$ cat config.mk
export PLATFORM = sky130hd
export DESIGN_NAME = cache_ctrl_flat
export DESIGN_NICKNAME = d
export VERILOG_FILES = /design/src/cache_pkg.sv /design/src/way_if.sv /design/src/cache_ctrl.sv /design/src/flat_wrapper.sv
export SDC_FILE = /design/constraint.sdc
export NUM_CORES = 1
export LEC_CHECK = 0
export BUFFER_PORTS_ARGS = -buffer_cell sky130_fd_sc_hd__clkbuf_2
export CELL_PAD_IN_SITES_DETAIL_PLACEMENT = 0
export CELL_PAD_IN_SITES_GLOBAL_PLACEMENT = 2
export CORE_AREA = 2 2 320 322
export CTS_CLUSTER_SIZE = 40
export DETAILED_ROUTE_END_ITERATION = 7
export DIE_AREA = 0 0 322 324
export PLACE_DENSITY = 0.65
export SYNTH_ARGS = -nofsm -noshare
export SYNTH_HDL_FRONTEND = slang
export SYNTH_SLANG_ARGS = --single-unit
$ cat constraint.sdc
create_clock -name clk -period 12.6 [get_ports clk]
set_input_delay 2.52 -clock clk [delete_from_list [all_inputs] [get_ports clk]]
set_output_delay 2.52 -clock clk [all_outputs]
set_load 0.005 [all_outputs]
$ cat src/cache_pkg.sv
// widths, types and encodings shared by the two-way data cache
// imported by the way interface and every RTL module
`default_nettype none

package cache_pkg;

    localparam int INDEX_W_DEFAULT = 8;     // 256 sets
    localparam int OFFSET_W        = 4;     // byte offset inside a block
    localparam int WORDS_PER_BLOCK = 4;     // banks per way

    // tag keeps whatever the index and offset leave of a 32-bit address
    function automatic int tag_width(input int index_w);
        return 32 - index_w - OFFSET_W;
    endfunction

    localparam int TAG_W_DEFAULT = tag_width(INDEX_W_DEFAULT);

    typedef logic [31:0]                   word_t;
    typedef logic [3:0]                    strb_t;   // one bit per byte lane
    typedef logic [TAG_W_DEFAULT-1:0]      tag_t;
    typedef logic [1:0]                    bank_t;   // word select, offset[3:2]
    typedef logic [WORDS_PER_BLOCK*32-1:0] block_t;  // bank 0 in the low word

    typedef enum logic {
        OP_READ  = 1'b0,
        OP_WRITE = 1'b1
    } op_e;

    typedef enum logic [2:0] {
        S_IDLE,
        S_LOOKUP,
        S_WRITEHIT,
        S_MISS,
        S_WRITEBACK,   // dirty victim goes out first
        S_REPLACE,     // block read request
        S_REFILL       // beats coming back
    } state_e;

endpackage

`default_nettype wire

$ cat src/way_if.sv
// link between the cache controller and one cache way
// controller drives reads, writes and the compare tag, the way returns held read data
`default_nettype none

interface way_if import cache_pkg::*; #(
    parameter int INDEX_W = INDEX_W_DEFAULT
) ();

    // controller to way
    logic                        rd_en;       // starts a synchronous read
    logic [INDEX_W-1:0]          rd_index;
    logic [INDEX_W-1:0]          wr_index;
    logic                        tag_we;      // writes cmp_tag and sets valid
    strb_t [WORDS_PER_BLOCK-1:0] bank_we;     // byte enables per bank
    word_t                       wr_word;
    logic                        set_dirty;
    logic                        clear_dirty;
    tag_t                        cmp_tag;

    // way to controller, held until the next rd_en
    logic                        hit;
    logic                        valid;
    logic                        dirty;
    tag_t                        tag;
    block_t                      block;

    modport controller (
        output rd_en, rd_index, wr_index, tag_we, bank_we, wr_word,
        output set_dirty, clear_dirty, cmp_tag,
        input  hit, valid, dirty, tag, block
    );

    modport way (
        input  rd_en, rd_index, wr_index, tag_we, bank_we, wr_word,
        input  set_dirty, clear_dirty, cmp_tag,
        output hit, valid, dirty, tag, block
    );

endinterface

`default_nettype wire

$ cat src/cache_ctrl.sv
// cache controller: FSM, request buffer, LRU and refill sequencing
// drives both ways through way_if and the memory bus as block reads and writes
`default_nettype none

module cache_ctrl import cache_pkg::*; #(
    parameter int INDEX_W = INDEX_W_DEFAULT
) (
    input  logic                clk,
    input  logic                reset,

    way_if.controller           w0,
    way_if.controller           w1,

    // cpu side
    input  logic                valid,
    input  op_e                 op,
    input  logic [INDEX_W-1:0]  index,
    input  tag_t                tag,
    input  logic [OFFSET_W-1:0] offset,
    input  strb_t               wstrb,
    input  word_t               wdata,
    output logic                addr_ok,
    output logic                data_ok,
    output word_t               rdata,

    // memory read side
    output logic                rd_req,
    output logic [31:0]         rd_addr,
    input  logic                rd_rdy,
    input  logic                ret_valid,
    input  logic                ret_last,
    input  word_t               ret_data,

    // memory write side
    output logic                wr_req,
    output logic [31:0]         wr_addr,
    output block_t              wr_data,
    input  logic                wr_rdy
);

    localparam int TAG_W = tag_width(INDEX_W);

    state_e state_q;
    state_e state_d;

    // request buffer
    op_e                req_op;
    logic [INDEX_W-1:0] req_index;
    tag_t               req_tag;
    bank_t              req_bank;
    strb_t              req_wstrb;
    word_t              req_wdata;

    logic [2**INDEX_W-1:0] lru_q;    // set bit means way1 is the LRU way
    logic                  hit_way_q;
    logic                  victim_q;
    bank_t                 beat_q;   // refill beat counter

    logic  cache_hit;
    logic  victim_pick;
    logic  victim_dirty;
    logic  req_beat;                 // returned beat is the requested word
    word_t hit_word;
    word_t refill_word;
    word_t way_wdata;
    tag_t  victim_tag;
    strb_t [WORDS_PER_BLOCK-1:0] bank_we0;
    strb_t [WORDS_PER_BLOCK-1:0] bank_we1;

    assign cache_hit   = w0.hit || w1.hit;
    // invalid way first, then LRU
    assign victim_pick = !w0.valid ? 1'b0 : (!w1.valid ? 1'b1 : lru_q[req_index]);
    assign victim_dirty = victim_q ? (w1.valid && w1.dirty) : (w0.valid && w0.dirty);
    assign req_beat    = (state_q == S_REFILL) && ret_valid && (beat_q == req_bank);

    always_comb begin
        state_d = state_q;
        case (state_q)
            S_IDLE: begin
                if (valid)
                    state_d = S_LOOKUP;
            end
            S_LOOKUP: begin
                if (!cache_hit)
                    state_d = S_MISS;
                else if (req_op == OP_WRITE)
                    state_d = S_WRITEHIT;
                else
                    state_d = S_IDLE;
            end
            S_WRITEHIT:  state_d = S_IDLE;
            S_MISS:      state_d = victim_dirty ? S_WRITEBACK : S_REPLACE;
            S_WRITEBACK: begin
                if (wr_rdy)
                    state_d = S_REPLACE;
            end
            S_REPLACE: begin
                if (rd_rdy)
                    state_d = S_REFILL;
            end
            S_REFILL: begin
                if (ret_valid && ret_last)
                    state_d = S_IDLE;
            end
            default:     state_d = S_IDLE;
        endcase
    end

    always_ff @(posedge clk) begin
        if (reset) begin
            state_q   <= S_IDLE;
            lru_q     <= '0;
            hit_way_q <= 1'b0;
            victim_q  <= 1'b0;
            beat_q    <= '0;
        end else begin
            state_q <= state_d;

            if (state_q == S_LOOKUP) begin
                hit_way_q <= w1.hit;            // used by S_WRITEHIT
                victim_q  <= victim_pick;       // held through the whole miss
                if (cache_hit)
                    lru_q[req_index] <= w0.hit; // the other way becomes LRU
            end

            if (state_q == S_REPLACE)
                beat_q <= '0;
            else if ((state_q == S_REFILL) && ret_valid)
                beat_q <= beat_q + 2'd1;        // gaps in ret_valid stall it

            if ((state_q == S_REFILL) && ret_valid && ret_last)
                lru_q[req_index] <= ~victim_q;  // refilled line is MRU
        end
    end

    always_ff @(posedge clk) begin
        if (addr_ok) begin
            req_op    <= op;
            req_index <= index;
            req_tag   <= tag;
            req_bank  <= offset[OFFSET_W-1 -: 2];
            req_wstrb <= wstrb;
            req_wdata <= wdata;
        end
    end

    // store bytes merged into the requested beat on a write miss
    always_comb begin
        refill_word = ret_data;
        if ((req_op == OP_WRITE) && (beat_q == req_bank)) begin
            for (int k = 0; k < 4; k++) begin
                if (req_wstrb[k])
                    refill_word[8*k +: 8] = req_wdata[8*k +: 8];
            end
        end
    end

    always_comb begin
        bank_we0 = '0;
        bank_we1 = '0;
        if (state_q == S_WRITEHIT) begin
            if (hit_way_q)
                bank_we1[req_bank] = req_wstrb;
            else
                bank_we0[req_bank] = req_wstrb;
        end else if ((state_q == S_REFILL) && ret_valid) begin
            if (victim_q)
                bank_we1[beat_q] = '1;          // whole word per beat
            else
                bank_we0[beat_q] = '1;
        end
    end

    assign way_wdata = (state_q == S_WRITEHIT) ? req_wdata : refill_word;

    assign w0.rd_en       = addr_ok;
    assign w0.rd_index    = index;
    assign w0.wr_index    = req_index;
    assign w0.tag_we      = req_beat && !victim_q;
    assign w0.bank_we     = bank_we0;
    assign w0.wr_word     = way_wdata;
    assign w0.set_dirty   = ((state_q == S_WRITEHIT) && !hit_way_q) ||
                            (req_beat && !victim_q && (req_op == OP_WRITE));
    assign w0.clear_dirty = req_beat && !victim_q && (req_op == OP_READ);
    assign w0.cmp_tag     = req_tag;

    assign w1.rd_en       = addr_ok;
    assign w1.rd_index    = index;
    assign w1.wr_index    = req_index;
    assign w1.tag_we      = req_beat && victim_q;
    assign w1.bank_we     = bank_we1;
    assign w1.wr_word     = way_wdata;
    assign w1.set_dirty   = ((state_q == S_WRITEHIT) && hit_way_q) ||
                            (req_beat && victim_q && (req_op == OP_WRITE));
    assign w1.clear_dirty = req_beat && victim_q && (req_op == OP_READ);
    assign w1.cmp_tag     = req_tag;

    // cpu side
    assign addr_ok  = (state_q == S_IDLE) && valid;
    assign data_ok  = ((state_q == S_LOOKUP) && cache_hit && (req_op == OP_READ)) ||
                      (state_q == S_WRITEHIT) || req_beat;
    assign hit_word = w1.hit ? w1.block[32*req_bank +: 32] : w0.block[32*req_bank +: 32];
    assign rdata    = (state_q == S_REFILL) ? ret_data : hit_word;

    // bus side, victim tag and block stay held from the lookup read
    assign victim_tag = victim_q ? w1.tag : w0.tag;
    assign rd_req  = (state_q == S_REPLACE);
    assign rd_addr = {req_tag[TAG_W-1:0], req_index, {OFFSET_W{1'b0}}};
    assign wr_req  = (state_q == S_WRITEBACK);
    assign wr_addr = {victim_tag[TAG_W-1:0], req_index, {OFFSET_W{1'b0}}};
    assign wr_data = victim_q ? w1.block : w0.block;

endmodule

`default_nettype wire

$ cat src/flat_wrapper.sv
// flat-port wrapper written by rule: the top's interface ports become plain ports
module cache_ctrl_flat import cache_pkg::*;
#(
    parameter int INDEX_W = INDEX_W_DEFAULT
)
  (clk, reset, valid, op, index, tag, offset, wstrb, wdata, addr_ok, data_ok, rdata, rd_req, rd_addr, rd_rdy, ret_valid, ret_last, ret_data, wr_req, wr_addr, wr_data, wr_rdy, w0_rd_en, w0_rd_index, w0_wr_index, w0_tag_we, w0_bank_we, w0_wr_word, w0_set_dirty, w0_clear_dirty, w0_cmp_tag, w0_hit, w0_valid, w0_dirty, w0_tag, w0_block, w1_rd_en, w1_rd_index, w1_wr_index, w1_tag_we, w1_bank_we, w1_wr_word, w1_set_dirty, w1_clear_dirty, w1_cmp_tag, w1_hit, w1_valid, w1_dirty, w1_tag, w1_block);
  way_if #(.INDEX_W(INDEX_W)) w0_i ();
  way_if #(.INDEX_W(INDEX_W)) w1_i ();
  input  logic clk;
  input  logic reset;
  input  logic valid;
  input  op_e op;
  input  logic [INDEX_W-1:0] index;
  input  tag_t tag;
  input  logic [OFFSET_W-1:0] offset;
  input  strb_t wstrb;
  input  word_t wdata;
  output logic addr_ok;
  output logic data_ok;
  output word_t rdata;
  output logic rd_req;
  output logic [31:0] rd_addr;
  input  logic rd_rdy;
  input  logic ret_valid;
  input  logic ret_last;
  input  word_t ret_data;
  output logic wr_req;
  output logic [31:0] wr_addr;
  output block_t wr_data;
  input  logic wr_rdy;
  output wire logic [$bits(w0_i.rd_en)-1:0] w0_rd_en;
  output wire logic [$bits(w0_i.rd_index)-1:0] w0_rd_index;
  output wire logic [$bits(w0_i.wr_index)-1:0] w0_wr_index;
  output wire logic [$bits(w0_i.tag_we)-1:0] w0_tag_we;
  output wire logic [$bits(w0_i.bank_we)-1:0] w0_bank_we;
  output wire logic [$bits(w0_i.wr_word)-1:0] w0_wr_word;
  output wire logic [$bits(w0_i.set_dirty)-1:0] w0_set_dirty;
  output wire logic [$bits(w0_i.clear_dirty)-1:0] w0_clear_dirty;
  output wire logic [$bits(w0_i.cmp_tag)-1:0] w0_cmp_tag;
  input wire logic [$bits(w0_i.hit)-1:0] w0_hit;
  input wire logic [$bits(w0_i.valid)-1:0] w0_valid;
  input wire logic [$bits(w0_i.dirty)-1:0] w0_dirty;
  input wire logic [$bits(w0_i.tag)-1:0] w0_tag;
  input wire logic [$bits(w0_i.block)-1:0] w0_block;
  output wire logic [$bits(w1_i.rd_en)-1:0] w1_rd_en;
  output wire logic [$bits(w1_i.rd_index)-1:0] w1_rd_index;
  output wire logic [$bits(w1_i.wr_index)-1:0] w1_wr_index;
  output wire logic [$bits(w1_i.tag_we)-1:0] w1_tag_we;
  output wire logic [$bits(w1_i.bank_we)-1:0] w1_bank_we;
  output wire logic [$bits(w1_i.wr_word)-1:0] w1_wr_word;
  output wire logic [$bits(w1_i.set_dirty)-1:0] w1_set_dirty;
  output wire logic [$bits(w1_i.clear_dirty)-1:0] w1_clear_dirty;
  output wire logic [$bits(w1_i.cmp_tag)-1:0] w1_cmp_tag;
  input wire logic [$bits(w1_i.hit)-1:0] w1_hit;
  input wire logic [$bits(w1_i.valid)-1:0] w1_valid;
  input wire logic [$bits(w1_i.dirty)-1:0] w1_dirty;
  input wire logic [$bits(w1_i.tag)-1:0] w1_tag;
  input wire logic [$bits(w1_i.block)-1:0] w1_block;
  assign w0_rd_en = w0_i.rd_en;
  assign w0_rd_index = w0_i.rd_index;
  assign w0_wr_index = w0_i.wr_index;
  assign w0_tag_we = w0_i.tag_we;
  assign w0_bank_we = w0_i.bank_we;
  assign w0_wr_word = w0_i.wr_word;
  assign w0_set_dirty = w0_i.set_dirty;
  assign w0_clear_dirty = w0_i.clear_dirty;
  assign w0_cmp_tag = w0_i.cmp_tag;
  assign w0_i.hit = w0_hit;
  assign w0_i.valid = w0_valid;
  assign w0_i.dirty = w0_dirty;
  assign w0_i.tag = w0_tag;
  assign w0_i.block = w0_block;
  assign w1_rd_en = w1_i.rd_en;
  assign w1_rd_index = w1_i.rd_index;
  assign w1_wr_index = w1_i.wr_index;
  assign w1_tag_we = w1_i.tag_we;
  assign w1_bank_we = w1_i.bank_we;
  assign w1_wr_word = w1_i.wr_word;
  assign w1_set_dirty = w1_i.set_dirty;
  assign w1_clear_dirty = w1_i.clear_dirty;
  assign w1_cmp_tag = w1_i.cmp_tag;
  assign w1_i.hit = w1_hit;
  assign w1_i.valid = w1_valid;
  assign w1_i.dirty = w1_dirty;
  assign w1_i.tag = w1_tag;
  assign w1_i.block = w1_block;
  cache_ctrl #(.INDEX_W(INDEX_W)) u_core (.clk(clk), .reset(reset), .w0(w0_i), .w1(w1_i), .valid(valid), .op(op), .index(index), .tag(tag), .offset(offset), .wstrb(wstrb), .wdata(wdata), .addr_ok(addr_ok), .data_ok(data_ok), .rdata(rdata), .rd_req(rd_req), .rd_addr(rd_addr), .rd_rdy(rd_rdy), .ret_valid(ret_valid), .ret_last(ret_last), .ret_data(ret_data), .wr_req(wr_req), .wr_addr(wr_addr), .wr_data(wr_data), .wr_rdy(wr_rdy));
endmodule
==> impl_metrics.toml, run 1 <==
[cells_and_area]
seq_area_sq_mm = 0.00728
multi_input_area_sq_mm = 0.0109
syn2layout_area_growth_pct = 30.6
fillers = 11100
nNetsFinal = 3183
drive_gt1_share_pct = 44.2
layout.cells.non_filler = 4131

[routing]
drc_errors = 0
ant_nets = 0
drt-initial-drc-count = 1790
vias = 20300
drt-total-wl_mm = 155
vias_per_cell = 4.91
drt-wirelength-per-cell_um = 37.5
drt_pre_antenna_iters = 7

[logic_synthesis]
synth_mux_area_share_pct = 26.9
synthTopCellsByCount = "382 x nand2_1, 313 x o21ai_0, 270 x a21oi_1"
synthCells = 2159
synthXorXnorAreaFrac_pct = 0.133
synth-compound-area-share_pct = 16.4
ys_types = 50
synth_flop_cell = "dfxtp_1"
async_flop_share_pct = 0
ys_warn_count = 0
ys_seq_area_share_pct = 36.8
synth_edf_count = 67
synth_top_family_by_area = "multiplexers"
synth_fa_ha_area_share_pct = 0.253
synthSimpleGateAreaFrac_pct = 11.0
yosys.area.top_type = "dfxtp_1"
netlist_area_sq_mm = 0.0197
synth_top_cell_area_share_pct = 26.7
yosys_register_bits = 330
yosysMostFrequentCell = "nand2_1"
synth_area_per_cell_sq_um = 9.15
synthTopCellsByArea = "dfxtp_1 27%, mux4_2 12%, mux2_2 10%, edfxtp_1 10%, o21ai_0 7.9%"

[setup_path]
crit_required_ns = 10.08
worstPathArrival_ns = 4.25
cp_max_fo = 6
critPathLaunchType = "input pin"
r2r_cells = 8
r2r-start = "u_core.state_q[2]$_SDFFE_PP0P_"
timing.rr.end = "u_core.lru_q[15]$_SDFF_PP0_"
setup.worst_path.start = "ret_valid"
crit_end = "w0_bank_we[4]"
criticalPathCategory = "in -> out"
r2r_slack_ns = 8.39
crit_path_end_kind = "output port"

[cts]
cts_max_level = 2
cts.hold.buffers_added = 0
clock_sinks = 330
cts_resized = 0
cts_setup_buffers = 0
tritoncts = "yes"
insertion_delay_ns = 0.61
numCtsBuffers = 43
clockRootBuffer = "clkbuf_16"
clock_path_buffers = 3
clk_pin_slew_ns = 0.06

[pwr]
leakage_nw = 10.1
ir_drop_v = 0.0000891
powerDensity_mw_per_mm2 = 123

[place]
hpwl_mm = 126
dp.cells = 4033
globalplace.congestion = 0.962
place.port_buffers = 803

[sta]
hold_violations = 0
worst_pin_slew_ns = 1.28
final.setup_skew_ns = 0.0194
post-route-min-period_ns = 6.77
slew_violations = 0
max_slew_margin_pct = 14.6
final.period_utilization_pct = 53.8
setup_tns_ns = 0
clock.fmax_mhz = 148
setup_viol = 0
rsz0062_at_grt = "false"

[global_route]
grt_max_degree = 100
antenna_found_initial = 42
overflow = 0
grt_pass1_vias = 19500
grt_usage_pct = 28.5
grt_pass1_wl_mm = 195

[run]
maxCapViolations = 0

[die]
dieHeight_um = 324
rows = 117
ios = 814
die_w_um = 322
design.core.area_sq_mm = 0.101
dieArea_sq_mm = 0.104
initial_core_util_pct = 19.6

[worst_hold_path]
hold_depth = 2
hp-class = "reg -> reg"

[status]
outcome = "finished, final reports clean"
==> logic make-up (layout without fill, tap and decap cells) <==
group	Yosys count	count (layout)
flops	330	330
xor+xnor	3	3
fa+ha+maj	4	4
compound gates	625	625
mux	371	371
buf+inv	305	942
other cells	1	27
simple gates	520	520
==> cells in the final DEF, fill, tap and decap left out, drive strengths merged, types with 5 or more instances in the layout <==
master,instances
nor4,5
dfxtp,263
clkinv,9
mux2i,82
nor2b,11
nor3,20
nand2,382
clkbuf,868
nand3,22
inv,9
o21ai,313
mux2,180
diode,19
edfxtp,67
a22oi,22
a21oi,270
conb,8
nand2b,11
mux4,109
nand4,9
buf,55
nor2,44
==> power by group <==
group | leakage, nW | internal, mW | switching (mW)
sequential | 2.76 | 1.11 | 0.0308
combinational | 6.65 | 0.260 | 0.505
clock | 0.708 | 0.730 | 0.550
==> routing by layer <==
| layer | wire, um | vias to the layer above | GRT usage [%] |
|---|---|---|---|
| met4 | 4970 | 26 | 8.68 |
| li1 | - | 8939 | - |
| met1 | 60300 | 10100 | 33.9 |
| met5 | 162 | - | 0 |
| met2 | 60900 | 995 | 38.9 |
| met3 | 28500 | 178 | 21.9 |
==> area by class of cell <==
cell class,count,area share [%]
flip-flops and latches,330,28.2
repair buffers,856,17.2
clock buffers,67,5.15
inverters,7,0.102
clock inverters,12,0.417
well taps,1309,6.35
multi-input cells,1531,42.4
diodes,19,0.184
==> worst max-delay path, cell delays in order <==
cell,delay [ns]
clkbuf_2,0.15
nand4b_1,0.36
nor2_1,0.62
nand2_1,0.32
nand2_1,0.15
clkbuf_2,0.14
==> per-stage QoR <==
| stage | power (mW) | util (%) | hold WS (ns) | setup WS, ns | cell area (sq um) |
|---|---|---|---|---|---|
| finish | 3.18 | 25.5 | 0.471 | 5.83 | 25800 |
| global route | 3.28 | 25.5 | 0.483 | 5.82 | 25800 |
| CTS | 3.21 | 25.5 | 0.471 | 5.86 | 25700 |
| detailed placement | 1.92 | 24.1 | 0.464 | 5.87 | 24300 |
| global placement | 1.92 | 24.1 | 0.455 | 5.85 | 24300 |
| floorplan | 1.48 | - | 0.444 | 3.23 | 19800 |
==> registers in the layout, summed over array words and instances, names as in the netlist <==
name	count
u_core.w0.cmp_tag	20
u_core.req_op	1
u_core.req_wdata	32
u_core.beat_q	2
u_core.state_q	3
u_core.victim_q	1
u_core.req_bank	2
u_core.lru_q	256
u_core.req_wstrb	4
u_core.w0.wr_index	8
u_core.hit_way_q	1
==> worst min path at each step <==
stage | start | end
2_1_floorplan | u_core.lru_q[89]$_SDFF_PP0_ | u_core.lru_q[89]$_SDFF_PP0_
3_5_place_dp | u_core.lru_q[39]$_SDFF_PP0_ | u_core.lru_q[39]$_SDFF_PP0_
5_1_grt | u_core.lru_q[64]$_SDFF_PP0_ | u_core.lru_q[64]$_SDFF_PP0_
4_1_cts | u_core.lru_q[39]$_SDFF_PP0_ | u_core.lru_q[39]$_SDFF_PP0_
3_3_place_gp | u_core.lru_q[74]$_SDFF_PP0_ | u_core.lru_q[74]$_SDFF_PP0_
6_report | u_core.lru_q[94]$_SDFF_PP0_ | u_core.lru_q[94]$_SDFF_PP0_
Power figures use the tool's default switching activity.
==> run 2, diff against run 1 <==
Settings changed: CORE_AREA 2 2 320 322 to 2 2 321 323, DIE_AREA 0 0 322 324 to 0 0 323 325, PLACE_DENSITY 0.65 to 0.62.
Clock period 12.6 ns to 6.6 ns, I/O delays scaled along.
==> impl_metrics.toml, run 2 (synthesis results as in run 1) <==
[cts]
clock_sinks = 330
numCtsBuffers = 45
tritoncts = "yes"
clockRootBuffer = "clkbuf_16"
cts_setup_buffers = 0
cts_max_level = 2
cts_resized = 0
insertion_delay_ns = 0.62
cts.hold.buffers_added = 0
clock_path_buffers = 3
clk_pin_slew_ns = 0.06

[routing]
drt-initial-drc-count = 2118
drt_pre_antenna_iters = 7
drc_errors = 0
drt-total-wl_mm = 152
drt-wirelength-per-cell_um = 36.2
ant_nets = 0
vias_per_cell = 4.89
vias = 20600

[pwr]
leakage_nw = 10.2
switchingPower_mw = 2.03
comb_power_share_pct = 23.1
powerDensity_mw_per_mm2 = 235
sw_frac_of_total_pct = 33.2
p_clk_share_pct = 41.2
pwr-share-seq_pct = 35.6
ir_drop_v = 0.000162
intPower_mw = 4.08

[global_route]
grt-busiest-layer = "met2"
overflow = 0
grt_max_degree = 141
grt_usage_pct = 28.0
grt_pass1_wl_mm = 195
grt_pass1_vias = 19800
grt_util_met3_pct = 18.2
antenna_found_initial = 59
met1_usage_pct = 35.0
globalRouteMet2Util_pct = 38.7

[cells_and_area]
layout_commonest_cell = "clkbuf_2"
largest_reg_flops = 256
final_cell_mix = "801 x clkbuf_2, 382 x nand2_1, 313 x o21ai_0, 269 x a21oi_1, 262 x dfxtp_1"
fillers = 11200
drive_gt1_share_pct = 44.3
regMostFlops = "u_core.lru_q"
syn2layout_area_growth_pct = 31.8
nNetsFinal = 3191
final_util_pct = 25.7

[sta]
hold_violations = 0
rsz0062_at_grt = "false"
post-route-min-period_ns = 4.70
worst_pin_slew_ns = 1.24
setup_viol = 0
fin_ws_ns = 1.90
clock.fmax_mhz = 213
final.setup_skew_ns = 0.0399
setup_tns_ns = 0
slew_violations = 0
max_slew_margin_pct = 17.1
final.period_utilization_pct = 71.2

[die]
design.core.area_sq_mm = 0.101
rows = 117
die_w_um = 323
dieArea_sq_mm = 0.105
initial_core_util_pct = 19.5
ios = 814
dieHeight_um = 325

[worst_hold_path]
hp-class = "reg -> reg"

[setup_path]
cp_max_fo = 82
cp_cell_sequence = "buf_4 -> mux2_2 -> clkbuf_2"
critPathSlowestCell = "dfxtp_4"
worstPathArrival_ns = 3.38
criticalPathCategory = "reg -> out"
crit_required_ns = 5.28
critPathLaunchType = "flop"
crit_path_end_kind = "output port"
cp_slowest_stage_delay_ns = 1.01

[status]
outcome = "finished, final reports clean"

[place]
place_ws_ns = 2.13
place.port_buffers = 803
globalplace.congestion = 0.951
hpwl_mm = 122

[run]
maxCapViolations = 0
## run 2: final timing paths
kind | cells past startpoint | from | slack, ns | end
max | 3 | u_core.victim_q$_SDFFE_PP0P_ | 1.90 | wr_data[15]
min reg2reg | 2 | u_core.lru_q[228]$_SDFF_PP0_ | 0.47 | u_core.lru_q[228]$_SDFF_PP0_
max reg2reg | 8 | u_core.w0.wr_index[2]$_DFFE_PP_ | 2.64 | u_core.victim_q$_SDFFE_PP0P_
min | 2 | u_core.lru_q[228]$_SDFF_PP0_ | 0.47 | u_core.lru_q[228]$_SDFF_PP0_
## run 2: metrics by stage
stage / std cells / hold slack [ns] / total power [mW] / area (sq um)
4_1_cts: 4181 / 0.471 / 6.15 / 26000
3_3_place_gp: 4098 / 0.456 / 3.62 / 24500
5_1_grt: 4202 / 0.486 / 6.30 / 26000
2_1_floorplan: 2166 / 0.444 / 2.82 / 19800
3_5_place_dp: 4098 / 0.462 / 3.62 / 24500
6_report: 4207 / 0.470 / 6.11 / 26000
## run 2: critical path: cells and delay by family (launching register included)
kind	cells	cell delay (ns)
mux	1	0.55
flops	1	1.01
buf+inv	2	1.11
## run 2: per-layer routing
layer,wire (um),vias to the layer above
met3,24200,171
li1,-,8951
met5,261,-
met4,4820,20
met1,61600,10400
met2,61300,1053
## run 2: layout make-up
type                       count  area [sq um]  area share (%)
tap                         1368          1710            6.58
timing repair buffer         862          4510            17.3
multi-input combinational   1531         10900            42.0
inverter                       7          26.3           0.101
clock buffer                  67          1310            5.04
sequential                   330          7280            28.0
antenna                       26          65.1           0.250
clock inverter                16           189           0.726
## run 2: power by group through the flow
stage / registers [mW] / logic [mW] / clock network [mW]
after floorplan: 2.18 / 0.641 / 0
after global placement: 2.22 / 1.40 / 0
after detailed placement: 2.22 / 1.40 / 0
after CTS: 2.18 / 1.40 / 2.57
after global routing: 2.18 / 1.48 / 2.64
final: 2.18 / 1.42 / 2.52
==> run 3, diff against run 2 <==
Settings changed: CORE_AREA 2 2 321 323 to 2 2 320 322, DIE_AREA 0 0 323 325 to 0 0 322 324, PLACE_DENSITY 0.62 to 0.65.
Clock period 6.6 ns to 4.15 ns, I/O delays scaled along.
==> impl_metrics.toml, run 3 (synthesis results as in run 1) <==
[worst_hold_path]
hp-class = "in -> reg"
min_from = "wdata[26]"

[place]
globalplace.congestion = 0.998
hpwl_mm = 128
place.port_buffers = 803
dp.cells = 4098

[cts]
tritoncts = "yes"
clock_path_buffers = 3
clockRootBuffer = "clkbuf_16"
cts_setup_buffers = 0
cts_max_level = 2
cts.hold.buffers_added = 0
numCtsBuffers = 45
clk_pin_slew_ns = 0.06
clock_sinks = 330
insertion_delay_ns = 0.61
cts_resized = 0

[global_route]
antenna_found_initial = 48
overflow = 0
grt_max_degree = 156
grt_usage_pct = 28.7
grt_pass1_vias = 19300
grt_pass1_wl_mm = 196

[pwr]
leakage_nw = 10.5
sw_frac_of_total_pct = 33.3
pwr-share-seq_pct = 35.2
switchingPower_mw = 3.29
ir_drop_v = 0.000268
comb_power_share_pct = 23.7
powerDensity_mw_per_mm2 = 375
intPower_mw = 6.61
p_clk_share_pct = 41.0
power_mw = 9.90

[setup_path]
r2r-start = "u_core.w0.wr_index[0]$_DFFE_PP_"
cp_slowest_stage_delay_ns = 0.57
critPathLaunchType = "flop"
cp_max_fo = 32
crit_path_end_kind = "output port"
criticalPathCategory = "reg -> out"
setup.worst_path.start = "u_core.req_bank[0]$_DFFE_PP_"
critPathSlowestCell = "mux4_2"
crit_required_ns = 3.32
cp_cell_sequence = "buf_4 -> mux4_2 -> mux2i_1 -> o21ai_0 -> clkbuf_2"
worstPathArrival_ns = 2.83

[cells_and_area]
largest_reg_flops = 256
fillers = 11000
regMostFlops = "u_core.lru_q"
syn2layout_area_growth_pct = 33.8
layout_commonest_cell = "clkbuf_2"
layout.cells.non_filler = 4195
nNetsFinal = 3250
drive_gt1_share_pct = 44.8
final_cell_mix = "802 x clkbuf_2, 382 x nand2_1, 313 x o21ai_0, 269 x a21oi_1, 262 x dfxtp_1"

[routing]
vias_per_cell = 4.93
drt_pre_antenna_iters = 6
drc_errors = 0
vias = 20700
drt-wirelength-per-cell_um = 37.2
ant_nets = 0
drt-initial-drc-count = 2084
drt-total-wl_mm = 156

[sta]
max_slew_margin_pct = 24.8
slew_violations = 0
final.setup_skew_ns = 0.0281
worst_pin_slew_ns = 1.12
setup_tns_ns = 0
final.period_utilization_pct = 88.2
setup_viol = 0
post-route-min-period_ns = 3.66
rsz0062_at_grt = "false"
clock.fmax_mhz = 273
timing.hold.ws_ns = 0.403
hold_violations = 0

[die]
design.core.area_sq_mm = 0.101
rows = 117
dieHeight_um = 324
initial_core_util_pct = 19.6
ios = 814
dieArea_sq_mm = 0.104
die_w_um = 322

[status]
outcome = "finished, final reports clean"

[run]
maxCapViolations = 0
==> run 3: changes by cell type in the layout (fill, tap and decap cells not counted), moves of 2 or more <==
cell / previous run / this run
clkinv_1: 2 / 0
clkbuf_8: 7 / 9
nor2_1: 31 / 44
buf_12: 3 / 12
diode_2: 26 / 16
inv_4: 2 / 0
nor3_1: 12 / 16
nor3_4: 4 / 0
buf_4: 56 / 106
nor2_2: 13 / 0
==> run 3: stage by stage <==
step	cell area [sq um]	setup WS [ns]	util [%]
after detailed placement	24900	0.753	24.6
after CTS	26400	0.384	26.1
after global placement	24900	0.744	24.6
after floorplan	19800	-0.108	-
final	26400	0.488	26.2
after global routing	26400	0.320	26.1
==> run 3: cell type report <==
type	count	area [sq um]	share of cell area, %
Antenna cell	16	40.0	0.152
Clock buffer	71	1380	5.22
Clock inverter	10	134	0.507
Inverter	7	26.3	0.0995
Multi-Input combinational cell	1531	10900	41.1
Sequential cell	330	7280	27.6
Tap cell	1309	1640	6.20
Timing Repair Buffer	921	5060	19.2
==> run 3: layer usage <==
metal / vias up / wire [um] / track usage, %
met4: 20 / 3590 / 7.15
met5: - / 131 / 0
met2: 1066 / 62600 / 39.4
met3: 152 / 26900 / 20.7
met1: 10400 / 62900 / 35.4
li1: 9059 / - / -
==> run 3: critical path, delay by kind of cell (launching register included) <==
kind | cells | cell delay, ns
AO/OA/AOI/OAI | 1 | 0.12
buffers and inverters | 2 | 0.69
flip-flops | 1 | 0.46
multiplexers | 2 | 0.92
==> run 3: power groups by stage <==
stage,Clock [mW],Combinational [mW],Sequential [mW]
final,4.06,2.35,3.49
after detailed placement,0,2.31,3.55
after floorplan,0,1.02,3.47
after global placement,0,2.32,3.55
after CTS,4.15,2.32,3.48
after global routing,4.25,2.45,3.49
==> run 3: path summary, 6_finish.rpt <==
path,endpoint,slack (ns),depth (start not counted)
setup / recovery,rdata[30],0.49,5
hold / removal,u_core.req_wdata[26]$_DFFE_PP_,0.40,1
setup reg to reg,u_core.lru_q[81]$_SDFF_PP0_,0.65,8
hold reg to reg,u_core.lru_q[51]$_SDFF_PP0_,0.47,2
